`config.mk`:
```
export PLATFORM = sky130hd
export DESIGN_NAME = rv_bus_arbiter
export DESIGN_NICKNAME = d
export VERILOG_FILES = /design/src/source/rv_bus_pkg.sv /design/src/source/rv_bus_arbiter.sv
export VERILOG_INCLUDE_DIRS = /design/src /design/src/source
export SDC_FILE = /design/constraint.sdc
export NUM_CORES = 1
export LEC_CHECK = 0
export BUFFER_PORTS_ARGS = -buffer_cell sky130_fd_sc_hd__buf_4
export CORE_AREA = 2 2 97 99
export DETAILED_ROUTE_END_ITERATION = 10
export DIE_AREA = 0 0 99 101
export SYNTH_ARGS = -nofsm -noshare
export SYNTH_HDL_FRONTEND = slang
export SYNTH_SLANG_ARGS = --single-unit
```
`constraint.sdc`:
```
create_clock -name i_clk -period 1.6 [get_ports i_clk]
set_input_delay 0.32 -clock i_clk [delete_from_list [all_inputs] [get_ports i_clk]]
set_output_delay 0.32 -clock i_clk [all_outputs]
set_load 0.03 [all_outputs]
```
`src/source/rv_fetch_macros.svh`:
```
`ifndef RV_FETCH_MACROS_SVH
`define RV_FETCH_MACROS_SVH

// byte address width of the instruction side, 64 KiB of space.
`define RV_IADDR_BITS 16

// the program counter starts here after reset.
`define RV_RESET_ADDR 16'h0000

// log2 of the fetch queue depth, four entries.
`define RV_FQ_DEPTH_BITS 2

// log2 of the memory size in 32-bit words.
// with 256 words the word index is taken from address bits [9:2].
`define RV_MEM_WORDS_BITS 8

`endif

```
`src/source/rv_bus_pkg.sv`:
```
`default_nettype none

`include "rv_fetch_macros.svh"

package rv_bus_pkg;

    typedef logic [`RV_IADDR_BITS-1:0] rv_addr_t;  // byte address on the bus.
    typedef logic [31:0]               rv_word_t;  // full-word data, no byte lanes.

    // who currently holds the shared bus.
    typedef enum logic [1:0] {
        ARB_IDLE  = 2'd0,
        ARB_FETCH = 2'd1,
        ARB_DATA  = 2'd2
    } rv_arb_state_e;

    // which master won the last arbitration round.
    typedef enum logic {
        MST_FETCH = 1'b0,
        MST_DATA  = 1'b1
    } rv_master_e;

endpackage

`default_nettype wire

```
`src/source/rv_bus_arbiter.sv`:
```
`default_nettype none
`timescale 1ns/1ps

module rv_bus_arbiter
    import rv_bus_pkg::*;
(
    input  logic     i_clk,
    input  logic     i_reset,
    input  logic     i_m0_cyc,
    input  logic     i_m0_stb,
    input  logic     i_m0_we,
    input  rv_addr_t i_m0_addr,
    input  rv_word_t i_m0_wdata,
    output logic     o_m0_ack,
    output rv_word_t o_m0_rdata,
    input  logic     i_m1_cyc,
    input  logic     i_m1_stb,
    input  logic     i_m1_we,
    input  rv_addr_t i_m1_addr,
    input  rv_word_t i_m1_wdata,
    output logic     o_m1_ack,
    output rv_word_t o_m1_rdata,
    output logic     o_s_cyc,
    output logic     o_s_stb,
    output logic     o_s_we,
    output rv_addr_t o_s_addr,
    output rv_word_t o_s_wdata,
    input  logic     i_s_ack,
    input  rv_word_t i_s_rdata
);

    rv_arb_state_e state;
    rv_arb_state_e state_next;
    rv_master_e    last_owner;

    // every grant passes through idle, so the fairness decision lives in one place.
    always_comb
    begin
        state_next = state;
        case (state)
            ARB_IDLE:
            begin
                if (i_m0_cyc && i_m1_cyc)
                    state_next = (last_owner == MST_FETCH) ? ARB_DATA : ARB_FETCH;
                else if (i_m0_cyc)
                    state_next = ARB_FETCH;
                else if (i_m1_cyc)
                    state_next = ARB_DATA;
            end
            ARB_FETCH: if (!i_m0_cyc) state_next = ARB_IDLE;  // released at end of access.
            ARB_DATA:  if (!i_m1_cyc) state_next = ARB_IDLE;
            default:   state_next = ARB_IDLE;
        endcase
    end

    always_ff @(posedge i_clk)
    begin
        if (i_reset)
        begin
            state      <= ARB_IDLE;
            last_owner <= MST_DATA;  // fetch wins the first tie.
        end
        else
        begin
            state <= state_next;
            if (state == ARB_IDLE && state_next == ARB_FETCH)
                last_owner <= MST_FETCH;
            else if (state == ARB_IDLE && state_next == ARB_DATA)
                last_owner <= MST_DATA;
        end
    end

    // the owner's signals go straight to the slave, nothing is driven when idle.
    always_comb
    begin
        o_s_cyc   = 1'b0;
        o_s_stb   = 1'b0;
        o_s_we    = 1'b0;
        o_s_addr  = i_m0_addr;
        o_s_wdata = i_m0_wdata;
        case (state)
            ARB_FETCH:
            begin
                o_s_cyc = i_m0_cyc;
                o_s_stb = i_m0_stb;
                o_s_we  = i_m0_we;
            end
            ARB_DATA:
            begin
                o_s_cyc   = i_m1_cyc;
                o_s_stb   = i_m1_stb;
                o_s_we    = i_m1_we;
                o_s_addr  = i_m1_addr;
                o_s_wdata = i_m1_wdata;
            end
            default: ;
        endcase
    end

    assign o_m0_ack   = (state == ARB_FETCH) && i_s_ack;
    assign o_m1_ack   = (state == ARB_DATA) && i_s_ack;
    assign o_m0_rdata = i_s_rdata;  // data is only meaningful together with ack.
    assign o_m1_rdata = i_s_rdata;

    // an ack from memory lands only on a master that is still requesting.
    assert property (@(posedge i_clk) disable iff (i_reset)
        o_m0_ack |-> (i_m0_cyc && i_m0_stb))
        else $error("ack sent to idle fetch master");
    assert property (@(posedge i_clk) disable iff (i_reset)
        o_m1_ack |-> (i_m1_cyc && i_m1_stb))
        else $error("ack sent to idle data master");

endmodule

`default_nettype wire

```
==> flow_summary_export.csv <==
group,metric,value,unit
status,status,"complete, but fails checks",
status,violations,"setup timing",
finish,instances_no_fill,375,
synth,yosysMostFrequentCell,"buf_4",
placed_design,dp_hpwl,4720,um
synth,ys_seq_elements,3,
die,core,0.00898,mm^2
timing,rsz0062_at_grt,"true",
detailed_routing,drc_errors,0,
setup_path,r2r_cells,9,
detailed_routing,wl_per_cell,15.7,um
synth,syn_area,0.00137,mm^2
clock_network,cts_tree,"yes",
clock_network,cts_hold_buf,0,
grt,grt_pass1_wl,8370,um
timing,hold_viol,0,
timing,max_slew.worst_pin.slew,0.285,ns
grt,grt_overflow_total,0,
finish,area_growth,102,%
clock_network,cts_root_buf,"clkbuf_8",
placed_design,place_area,0.00225,mm^2
die,die_w,99,um
synth,post_synth.cell_area_avg,8.70,um^2
synth,synth_nets,299,
die,num_rows,35,
synth,synthCells,158,
hold_path,hold_depth,2,
synth,synth_edf_count,0,
finish,antenna_cells,0,
timing,fin_tns_setup,-11.73,ns
setup_path,start_kind,"flip-flop",
timing,maxSlewHeadroom,81.0,%
detailed_routing,vias,1497,
finish,layout.nets,406,
clock_network,clk_path_buf_depth,2,
grt,use_met2,22.1,%
grt,grt_pass1_vias,1551,
timing,hold_slack,0.297,ns
detailed_routing,drt-initial-drc-count,39,
synth,synth_cell_types,24,
finish,stdcell_area,0.00277,mm^2
synth,synthArstFlopShare,0,%
timing,fmax,532,MHz
grt,antenna_found_initial,0,
grt,met3_usage,2.29,%
detailed_routing,antenna_left,0,
placed_design,dp_cells,363,
detailed_routing,drt_pre_antenna_iters,2,
grt,grt_max_degree,19,
finish,drive_gt1_share,90.2,%
synth,synth-seq-area-share,4.37,%
grt,grt-busiest-layer,"met2",
setup_path,crit_type,"reg2out",
clock_network,clkLatencyLatePin,0.22,ns
timing,slew_violations,0,
clock_network,cts_buffers,3,
synth,synth_ff_type,"dfxtp_1",
placed_design,numPortBuffers,157,
setup_path,critical_path.max_fanout,18,
timing,final.min_clock_period,1.88,ns
timing,period_share,118,%
setup_path,critical_path_required,1.28,ns
pwr,p_leak,1.32,nW
pwr,p_per_area,627,mW/mm^2
pwr,peakVddDrop,188,uV
die,die-area,0.0100,mm^2
finish,fin_util,30.8,%
synth,yosysTopAreaCell,"mux2_2",
synth,yosys_warnings,0,
clock_network,clock-sinks,3,
timing,fin_ws,-0.280,ns
clock_network,cts_max_level,1,
grt,grt.met1_usage,10.1,%
die,initial_core_util,15.3,%
timing,setup_viol,52,
die,io_pins,254,
clock_network,clk_pin_slew,0.03,ns
timing,finalClockSkew,0.00286,ns
synth,ys_top_cells_by_count,"buf_4 (69), mux2_2 (48), nor2_1 (5)",
synth,synth_top_area_share,39.3,%
detailed_routing,drt-total-wl,5880,um
detailed_routing,vias_per_cell,3.99,
die,die_height,101,um
job,cap_viol_max_count,0,
hold_path,min_path_type,"in2reg",
placed_design,gp_congestion,0.725,
setup_path,critPathArrivalTime,1.56,ns
grt,grt_use_total,10.7,%
setup_path,crit_path_end_kind,"output pin",
synth,ys_top_cells_by_area,"mux2_2 (39%), buf_4 (38%), dfxtp_1 (4.4%)",
power breakdown:
group	switching, mW	internal (mW)	leakage, nW
registers	0.0160	0.0898	0.0258
logic	0.628	0.773	1.27
clock network	0.0588	0.171	0.0228
total	0.703	1.03	1.32
placed cells by master (no fill, tap or decap), types with 2 or more instances in the layout:
master	n
nor3_1	3
o21ai_1	2
o21ai_0	2
buf_4	115
nor2_1	5
clkbuf_8	3
buf_12	4
a22oi_2	3
buf_6	49
ha_4	3
a21oi_1	2
mux2_4	19
buf_16	3
and2_1	2
inv_2	2
mux2_2	29
metal layers:
layer | wire length (um) | vias to the layer above
met5 | 0 | -
met4 | 184 | 0
met3 | 651 | 30
met2 | 3280 | 113
met1 | 1770 | 666
li1 | - | 688
layout make-up:
cell class	count	area (um^2)
multi-input cells	82	906
fillers	924	6210
repair buffers	172	1600
clock buffers	4	45.0
inverters	3	11.3
well taps	111	139
flip-flops and latches	3	65.1
cell families after synthesis:
family,synth area share [%]
buffers and inverters,39.3
AND/OR/NAND/NOR,6.74
adder cells (fa/ha/maj),3.64
multiplexers,39.3
flip-flops,4.37
AO/OA/AOI/OAI,6.56
stage by stage:
step / setup slack [ns] / power (mW)
2_1_floorplan: 0.0142 / 1.02
3_3_place_gp: -0.0848 / 1.21
3_5_place_dp: -0.108 / 1.22
4_1_cts: -0.279 / 1.70
5_1_grt: -0.348 / 1.83
6_report: -0.280 / 1.74
worst max-delay path: stages, from the launching register on:
cell     delay [ns]
dfxtp_2        0.31
inv_2          0.07
ha_4           0.16
buf_12         0.11
buf_12         0.15
mux2_2         0.35
buf_4          0.17
path summary, 6_finish.rpt:
kind / start / end / slack (ns)
min: i_reset / state[1]$_SDFF_PP0_ / 0.30
max: state[0]$_SDFF_PP0_ / o_s_addr[2] / -0.28
max reg2reg: state[0]$_SDFF_PP0_ / last_owner$_SDFFE_PP1P_ / 0.10
min reg2reg: last_owner$_SDFFE_PP1P_ / last_owner$_SDFFE_PP1P_ / 0.59
sequential cells by signal, summed over array words and instances, names as in the netlist:
name / count
last_owner: 1
state: 2
timing repair:
action | CTS | global route
gates resized for setup | 70 | 14
setup endpoints to repair | 53 | 54
cloned | 3 | 1
buffers inserted | 4 | 0
Power figures use the tool's default switching activity.
