## config.mk

```make
export PLATFORM = sky130hd
export DESIGN_NAME = rv_fetch
export DESIGN_NICKNAME = d
export VERILOG_FILES = /design/src/source/rv_isa_pkg.sv /design/src/source/rv_fetch.sv /design/src/source/rv_fetch_queue.sv
export VERILOG_INCLUDE_DIRS = /design/src /design/src/source
export SDC_FILE = /design/constraint.sdc
export NUM_CORES = 1
export LEC_CHECK = 0
export BUFFER_PORTS_ARGS = -buffer_cell sky130_fd_sc_hd__buf_2
export CORE_ASPECT_RATIO = 0.5
export CORE_MARGIN = 4
export CORE_UTILIZATION = 40
export DETAILED_ROUTE_END_ITERATION = 7
export MAX_ROUTING_LAYER = met4
export SLEW_MARGIN = 30
export SYNTH_ARGS = -nofsm -noshare
export SYNTH_HDL_FRONTEND = slang
export SYNTH_SLANG_ARGS = --single-unit
```

## constraint.sdc

```tcl
create_clock -name i_clk -period 10.35 [get_ports i_clk]
set_input_delay 0.5175 -clock i_clk [delete_from_list [all_inputs] [get_ports i_clk]]
set_output_delay 0.5175 -clock i_clk [all_outputs]
set_load 0.01 [all_outputs]
```

## src/source/rv_fetch_macros.svh

```systemverilog
`ifndef RV_FETCH_MACROS_SVH
`define RV_FETCH_MACROS_SVH

// byte address width of the instruction side, 64 KiB of space.
`define RV_IADDR_BITS 16

// the program counter starts here after reset.
`define RV_RESET_ADDR 16'h0000

// log2 of the fetch queue depth, four entries.
`define RV_FQ_DEPTH_BITS 2

// log2 of the memory size in 32-bit words.
// with 256 words the word index is taken from address bits [9:2].
`define RV_MEM_WORDS_BITS 8

`endif

```

## src/source/rv_isa_pkg.sv

```systemverilog
`default_nettype none

package rv_isa_pkg;

    localparam int RV_INSTR_BITS   = 32;  // uncompressed instructions only.
    localparam int RV_OPCODE_BITS  = 7;   // major opcode sits in bits [6:0].
    localparam int RV_IMM_SIGN_BIT = 31;  // every immediate format keeps its sign here.

    // one raw instruction word as it comes off the bus.
    typedef logic [RV_INSTR_BITS-1:0] rv_instr_t;

    // major opcodes of RV32I.
    // the two low bits are always 2'b11 for 32-bit encodings.
    typedef enum logic [RV_OPCODE_BITS-1:0] {
        OP_LUI    = 7'b0110111,
        OP_AUIPC  = 7'b0010111,
        OP_JAL    = 7'b1101111,  // unconditional, always taken.
        OP_JALR   = 7'b1100111,  // target comes from a register, not predicted here.
        OP_BRANCH = 7'b1100011,  // conditional branches share this opcode.
        OP_LOAD   = 7'b0000011,
        OP_STORE  = 7'b0100011,
        OP_IMM    = 7'b0010011,
        OP_REG    = 7'b0110011,
        OP_SYSTEM = 7'b1110011   // ecall, ebreak and the csr group.
    } rv_opcode_e;

endpackage

`default_nettype wire

```

## src/source/rv_fetch.sv

```systemverilog
`default_nettype none
`timescale 1ns/1ps

`include "rv_fetch_macros.svh"

module rv_fetch
    import rv_isa_pkg::*;
(
    input  logic                      i_clk,
    input  logic                      i_reset,
    input  logic                      i_stall,
    input  logic                      i_flush,
    input  logic                      i_pc_select,
    input  logic [`RV_IADDR_BITS-1:0] i_pc_target,
    input  logic                      i_ebreak,
    input  logic [`RV_IADDR_BITS-1:0] i_pc_trap,
    input  logic                      i_ack,
    input  rv_instr_t                 i_rdata,
    output logic                      o_cyc,
    output logic                      o_stb,
    output logic [`RV_IADDR_BITS-1:0] o_addr,
    output rv_instr_t                 o_instruction,
    output logic [`RV_IADDR_BITS-1:0] o_pc,
    output logic                      o_branch_pred,
    output logic                      o_ready
);

    logic [`RV_IADDR_BITS-1:0]               pc;        // next address to fetch.
    logic [`RV_IADDR_BITS-1:0]               req_addr;  // address of the access on the bus.
    logic [`RV_IADDR_BITS-1:0]               pc_jump;
    logic                                    cyc;
    logic                                    discard;
    logic                                    redirect;
    logic                                    accept;
    logic                                    push_q;
    logic [`RV_IADDR_BITS+RV_INSTR_BITS-1:0] push_data;
    logic [`RV_IADDR_BITS+RV_INSTR_BITS-1:0] pop_data;
    logic                                    q_empty;
    logic                                    q_full;
    logic                                    q_pop;
    rv_opcode_e                              opcode;

    // trap beats redirect, redirect beats sequential.
    assign redirect = i_ebreak || i_pc_select;
    assign pc_jump  = i_ebreak ? i_pc_trap : i_pc_target;

    // an ack is dropped if its access was overtaken by a redirect, now or earlier.
    assign accept = i_ack && !redirect && !discard && !q_full;

    always_ff @(posedge i_clk)
    begin
        if (i_reset)
        begin
            pc      <= `RV_RESET_ADDR;
            cyc     <= 1'b0;
            discard <= 1'b0;
            push_q  <= 1'b0;
        end
        else
        begin
            if (redirect)
                pc <= pc_jump;
            else if (accept)
                pc <= pc + `RV_IADDR_BITS'(4);

            // one word per cyc period; a new request waits until the last word is queued.
            if (cyc && i_ack)
                cyc <= 1'b0;
            else if (!cyc && !push_q && !q_full && !redirect)
                cyc <= 1'b1;

            // the access in flight still has to finish, its data is thrown away.
            if (i_ack)
                discard <= 1'b0;
            else if (redirect && cyc)
                discard <= 1'b1;

            push_q <= accept;  // the word enters the queue one clock after its ack.
        end
    end

    always_ff @(posedge i_clk)
    begin
        if (!cyc)
            req_addr <= pc;  // follows the pc while idle and freezes for the access.
        if (accept)
            push_data <= {req_addr, i_rdata};
    end

    assign o_cyc  = cyc;
    assign o_stb  = cyc;
    assign o_addr = req_addr;

    assign q_pop = !q_empty && !i_stall;

    rv_fetch_queue u_queue
    (
        .i_clk   (i_clk),
        .i_reset (i_reset),
        .i_flush (i_flush),
        .i_push  (push_q),
        .i_pop   (q_pop),
        .i_data  (push_data),
        .o_data  (pop_data),
        .o_empty (q_empty),
        .o_full  (q_full)
    );

    assign {o_pc, o_instruction} = pop_data;
    assign o_ready = !q_empty;

    // static prediction on the queue head.
    // a jal is always taken; a branch is taken when its offset points backward.
    assign opcode = rv_opcode_e'(o_instruction[RV_OPCODE_BITS-1:0]);
    assign o_branch_pred = (opcode == OP_JAL) ||
                           ((opcode == OP_BRANCH) && o_instruction[RV_IMM_SIGN_BIT]);

endmodule

`default_nettype wire

```

## src/source/rv_fetch_queue.sv

```systemverilog
`default_nettype none
`timescale 1ns/1ps

`include "rv_fetch_macros.svh"

module rv_fetch_queue
    import rv_isa_pkg::*;
(
    input  logic                                    i_clk,
    input  logic                                    i_reset,
    input  logic                                    i_flush,
    input  logic                                    i_push,
    input  logic                                    i_pop,
    input  logic [`RV_IADDR_BITS+RV_INSTR_BITS-1:0] i_data,
    output logic [`RV_IADDR_BITS+RV_INSTR_BITS-1:0] o_data,
    output logic                                    o_empty,
    output logic                                    o_full
);

    localparam int DEPTH = 1 << `RV_FQ_DEPTH_BITS;

    logic [`RV_IADDR_BITS+RV_INSTR_BITS-1:0] mem [DEPTH];
    logic [`RV_FQ_DEPTH_BITS-1:0]            wr_ptr;
    logic [`RV_FQ_DEPTH_BITS-1:0]            rd_ptr;
    logic [`RV_FQ_DEPTH_BITS:0]              count;  // one extra bit so full and empty differ.
    logic                                    do_push;
    logic                                    do_pop;

    // a flush wins over a push arriving in the same cycle, so stale words never enter.
    assign do_push = i_push && !o_full && !i_flush;
    assign do_pop  = i_pop && !o_empty;

    assign o_empty = (count == '0);
    assign o_full  = count[`RV_FQ_DEPTH_BITS];  // only set when count equals DEPTH.
    assign o_data  = mem[rd_ptr];               // head is visible without a pop.

    always_ff @(posedge i_clk)
    begin
        if (i_reset || i_flush)
        begin
            wr_ptr <= '0;
            rd_ptr <= '0;
            count  <= '0;
        end
        else
        begin
            if (do_push)
                wr_ptr <= wr_ptr + 1'b1;  // pointers wrap naturally at DEPTH.
            if (do_pop)
                rd_ptr <= rd_ptr + 1'b1;
            case ({do_push, do_pop})
                2'b10:   count <= count + 1'b1;
                2'b01:   count <= count - 1'b1;
                default: count <= count;  // both or neither leave the level unchanged.
            endcase
        end
    end

    always_ff @(posedge i_clk)
    begin
        if (do_push)
            mem[wr_ptr] <= i_data;
    end

    // fetch must never offer a word the queue cannot take, nor pop an empty queue.
    assert property (@(posedge i_clk) disable iff (i_reset || i_flush)
        !(i_push && o_full) && !(i_pop && o_empty))
        else $error("fetch queue overflow or underflow");

endmodule

`default_nettype wire

```

==> out/results.txt <==
Outcome - finished, final reports clean
Core Area - 25440 µm²
CP Max Fanout - 29
Endpoints failing setup - 0
FF-to-FF setup slack - 7.84 ns
Final WL - 19.96 mm
Static Leak - 4.179 nW
Die area - 28910 µm²
Worst VDD drop - 0.1101 mV
Largest net degree at the start of global routing - 50
Internal - 1.871 mW
Clk root buf - clkbuf_16
Flops & latches, synth - 284
Clock skew - 0.008604 ns
Via count - 5090
Filler cells - 2145
Via density - 4.932
Post-Synthesis Cells - 516
Power per standard cell area - 186.6 nW/µm²
EDFF count, synth - 256
Combinational power share - 2.8%
Yosys cell types - 47
Worst EP required - 9.83 ns
DP HPWL - 12.53 mm
Setup TNS - 0 ns
IO Port Bufs - 138
CP Data Arrival Time - 2.96 ns
Psw - 0.4471 mW
CTS Sinks - 284
DR WL/cell - 19.34 µm
Die Y - 122.2 µm
H-tree Lvls - 1
Number of top-level pins - 139
Final Critical Period - 3.474 ns
Hold-fix buffers, CTS - 0
WS Path Type - reg -> out
Hold Crit Depth - 1
Die Wd - 236.5 µm
Slew margin rel. - 48.39%
Layout cells sized above 1 - 35.47%
First-pass GRT wire length - 31.07 mm
Area Overhead vs Synth - 19.00%
Starting Density - 41.03%
Critical Path Source Type - register
CTS Buffer Depth - 3
Hold Fails Final Rpt - 0
Layout Nets - 747
Post-route core utilization - 48.82%
Hold Path Class - in -> reg
Worst path max stage delay - 0.61 ns
Sw frac - 19.29%
Hold wc startpoint - i_rdata[17]
Worst R2R End - u_queue.mem[2][24]
Slowest cell on crit path - dfxtp_4
Async SR Flop Fraction - 0%
Ys flop type - edfxtp_1
Seq pwr share - 55.4%
Clock slew at reported path FFs - 0.06 ns
RSZ-0062 raised after global routing - no
Avg Inst Size Synth - 20.23 µm²
Vias in the first global route - 5385
Ys Warns - 0
CP cell instances - buf_4 > mux4_2 > nor2b_1 > nand4_1 > a21oi_1 > buf_2
# rows - 41
Max-Cap Viols - 0
Worst hold slack - 0.1721 ns
Mapped Nets - 594
Initial antenna violation count - 0
Antenna diode count - 0
Clock Latency Late Sink - 0.52 ns
Fmax - 287.8 MHz
GRT Overall Usage - 14.10%
Tot Pwr - 2.318 mW
Clock power share - 41.8%
CTS resizes - 0
DR pass1 iterations - 4
Slew Viols, Final - 0
Area of the multi-input gates - 2066 µm²
Setup repair bufs after CTS - 0
Worst-margin pin slew - 0.7742 ns
Mapped cell area - 10440 µm²
Hold endpoint - push_data[17]
CTS tree - built
Total grt overflow - 0
Starting DRT DRC Count - 421
Crit path capture type - output pin
Placer Congestion - 0.7652
Num CTS Buffers - 26
FF-to-FF path depth - 3
Seq/Total Area, Yosys - 79.00%
DRC viols - 0
Reg area - 8253 µm²
Crit share post-route - 33.57%
RR Startpoint - u_queue.count[2]
Final ANT Viol Nets - 0
## layout by cell type, fill, tap and decap left out, drive strengths merged, types with 3 or more instances in the layout
master and count:
a211oi 7, a21oi 18, and2 7, buf 145
bufinv 4, clkbuf 33, clkinv 9, dfxtp 28
edfxtp 256, ha 6, inv 13, mux2i 4
mux4 48, nand2 10, nand3 4, nand4 6
nor2 24, nor3 6, nor3b 3, nor4 3
o21ai 7, o22ai 6, or3 4, xnor2 8
## Yosys cell counts (2+ instances only)
cell	instances	share of area, %
a211oi_1	7	0.50
a21oi_1	18	0.86
a221oi_1	2	0.17
a22oi_1	2	0.14
and2_1	7	0.42
and4_1	2	0.17
buf_1	5	0.18
buf_2	6	0.29
clkbuf_1	8	0.29
dfxtp_1	28	5.4
edfxtp_1	256	74
ha_1	6	0.72
inv_1	13	0.47
mux2i_1	4	0.38
mux4_2	48	10
nand2_1	10	0.36
nand3_1	4	0.19
nand4_1	6	0.36
nor2_1	24	0.86
nor2b_1	2	0.12
nor3_1	6	0.29
nor3b_1	3	0.22
nor4_2	2	0.24
o21ai_0	7	0.34
o22ai_1	6	0.36
or2_2	2	0.12
or3_1	4	0.24
xnor2_1	8	0.67
xor2_1	2	0.17
## stage by stage
stage,instance area (µm²),std cells,setup slack (ns)
5_1_grt,12420,1032,6.585
3_5_place_dp,11540,985,7.293
6_report,12420,1032,6.876
4_1_cts,12420,1032,6.734
2_1_floorplan,10440,516,6.760
3_3_place_gp,11540,985,7.321
## how the worst max path moves through the flow
stage | from | to | slack (ns) | cells after the start
2_1_floorplan | i_ack | pc[15] | 6.76 | 5
3_3_place_gp | register | o_branch_pred | 7.32 | 6
3_5_place_dp | register | o_branch_pred | 7.29 | 6
4_1_cts | register | o_branch_pred | 6.73 | 6
5_1_grt | register | o_branch_pred | 6.58 | 6
6_report | register | o_branch_pred | 6.88 | 6
## area by class of cell
cell class                 count  share of cell area [%]
sequential                   284                   66.43
multi-input combinational    198                   16.63
timing repair buffer         145                   5.982
clock buffer                  33                   5.610
tap                          344                   3.465
clock inverter                14                   1.460
inverter                      14                  0.4230
## sequential cells by signal, indices dropped and copies added (netlist names), named ones only
name and count:
discard 1, u_queue.count 3, pc 16, u_queue.mem 192, u_queue.rd_ptr 2, o_addr 16, o_cyc 1, u_queue.wr_ptr 2
push_q 1, push_data 48
## cell families (layout without fill, tap and decap cells)
group	count (synthesis)	in the layout	share of synthesized area, %
adder cells (fa/ha/maj)	7	7	0.9108
AND/OR/NAND/NOR	77	77	3.919
multiplexers	52	52	10.74
XOR/XNOR	10	10	0.8390
AO/OA/AOI/OAI	52	52	3.260
buffers and inverters	34	206	1.330
flip-flops	284	284	79.00
## worst max-delay path: cells and delay by family, from the launching register on
family	cells	cell delay [ns]
buf+inv	2	0.76
flops	1	0.61
mux	1	0.59
simple gates	2	0.27
compound gates	1	0.20
## routing by layer
metal  global-route usage, %  share of wire (%)  vias to the layer above
met3                   2.313                3.3                       24
met4                   2.477                1.2                        0
met5                       -                  0                        -
li1                        -                  -                     2404
met2                   23.80                 51                       91
met1                   18.72                 45                     2571
## power groups by stage
stage,sequential [mW],clock (mW),combinational [mW]
floorplan,1.31,0,0.0295
global placement,1.31,0,0.0648
detailed placement,1.31,0,0.0651
CTS,1.28,0.996,0.0653
global route,1.29,1.05,0.0713
finish,1.28,0.970,0.0641
Note: power is estimated with default switching activity, not from simulation.
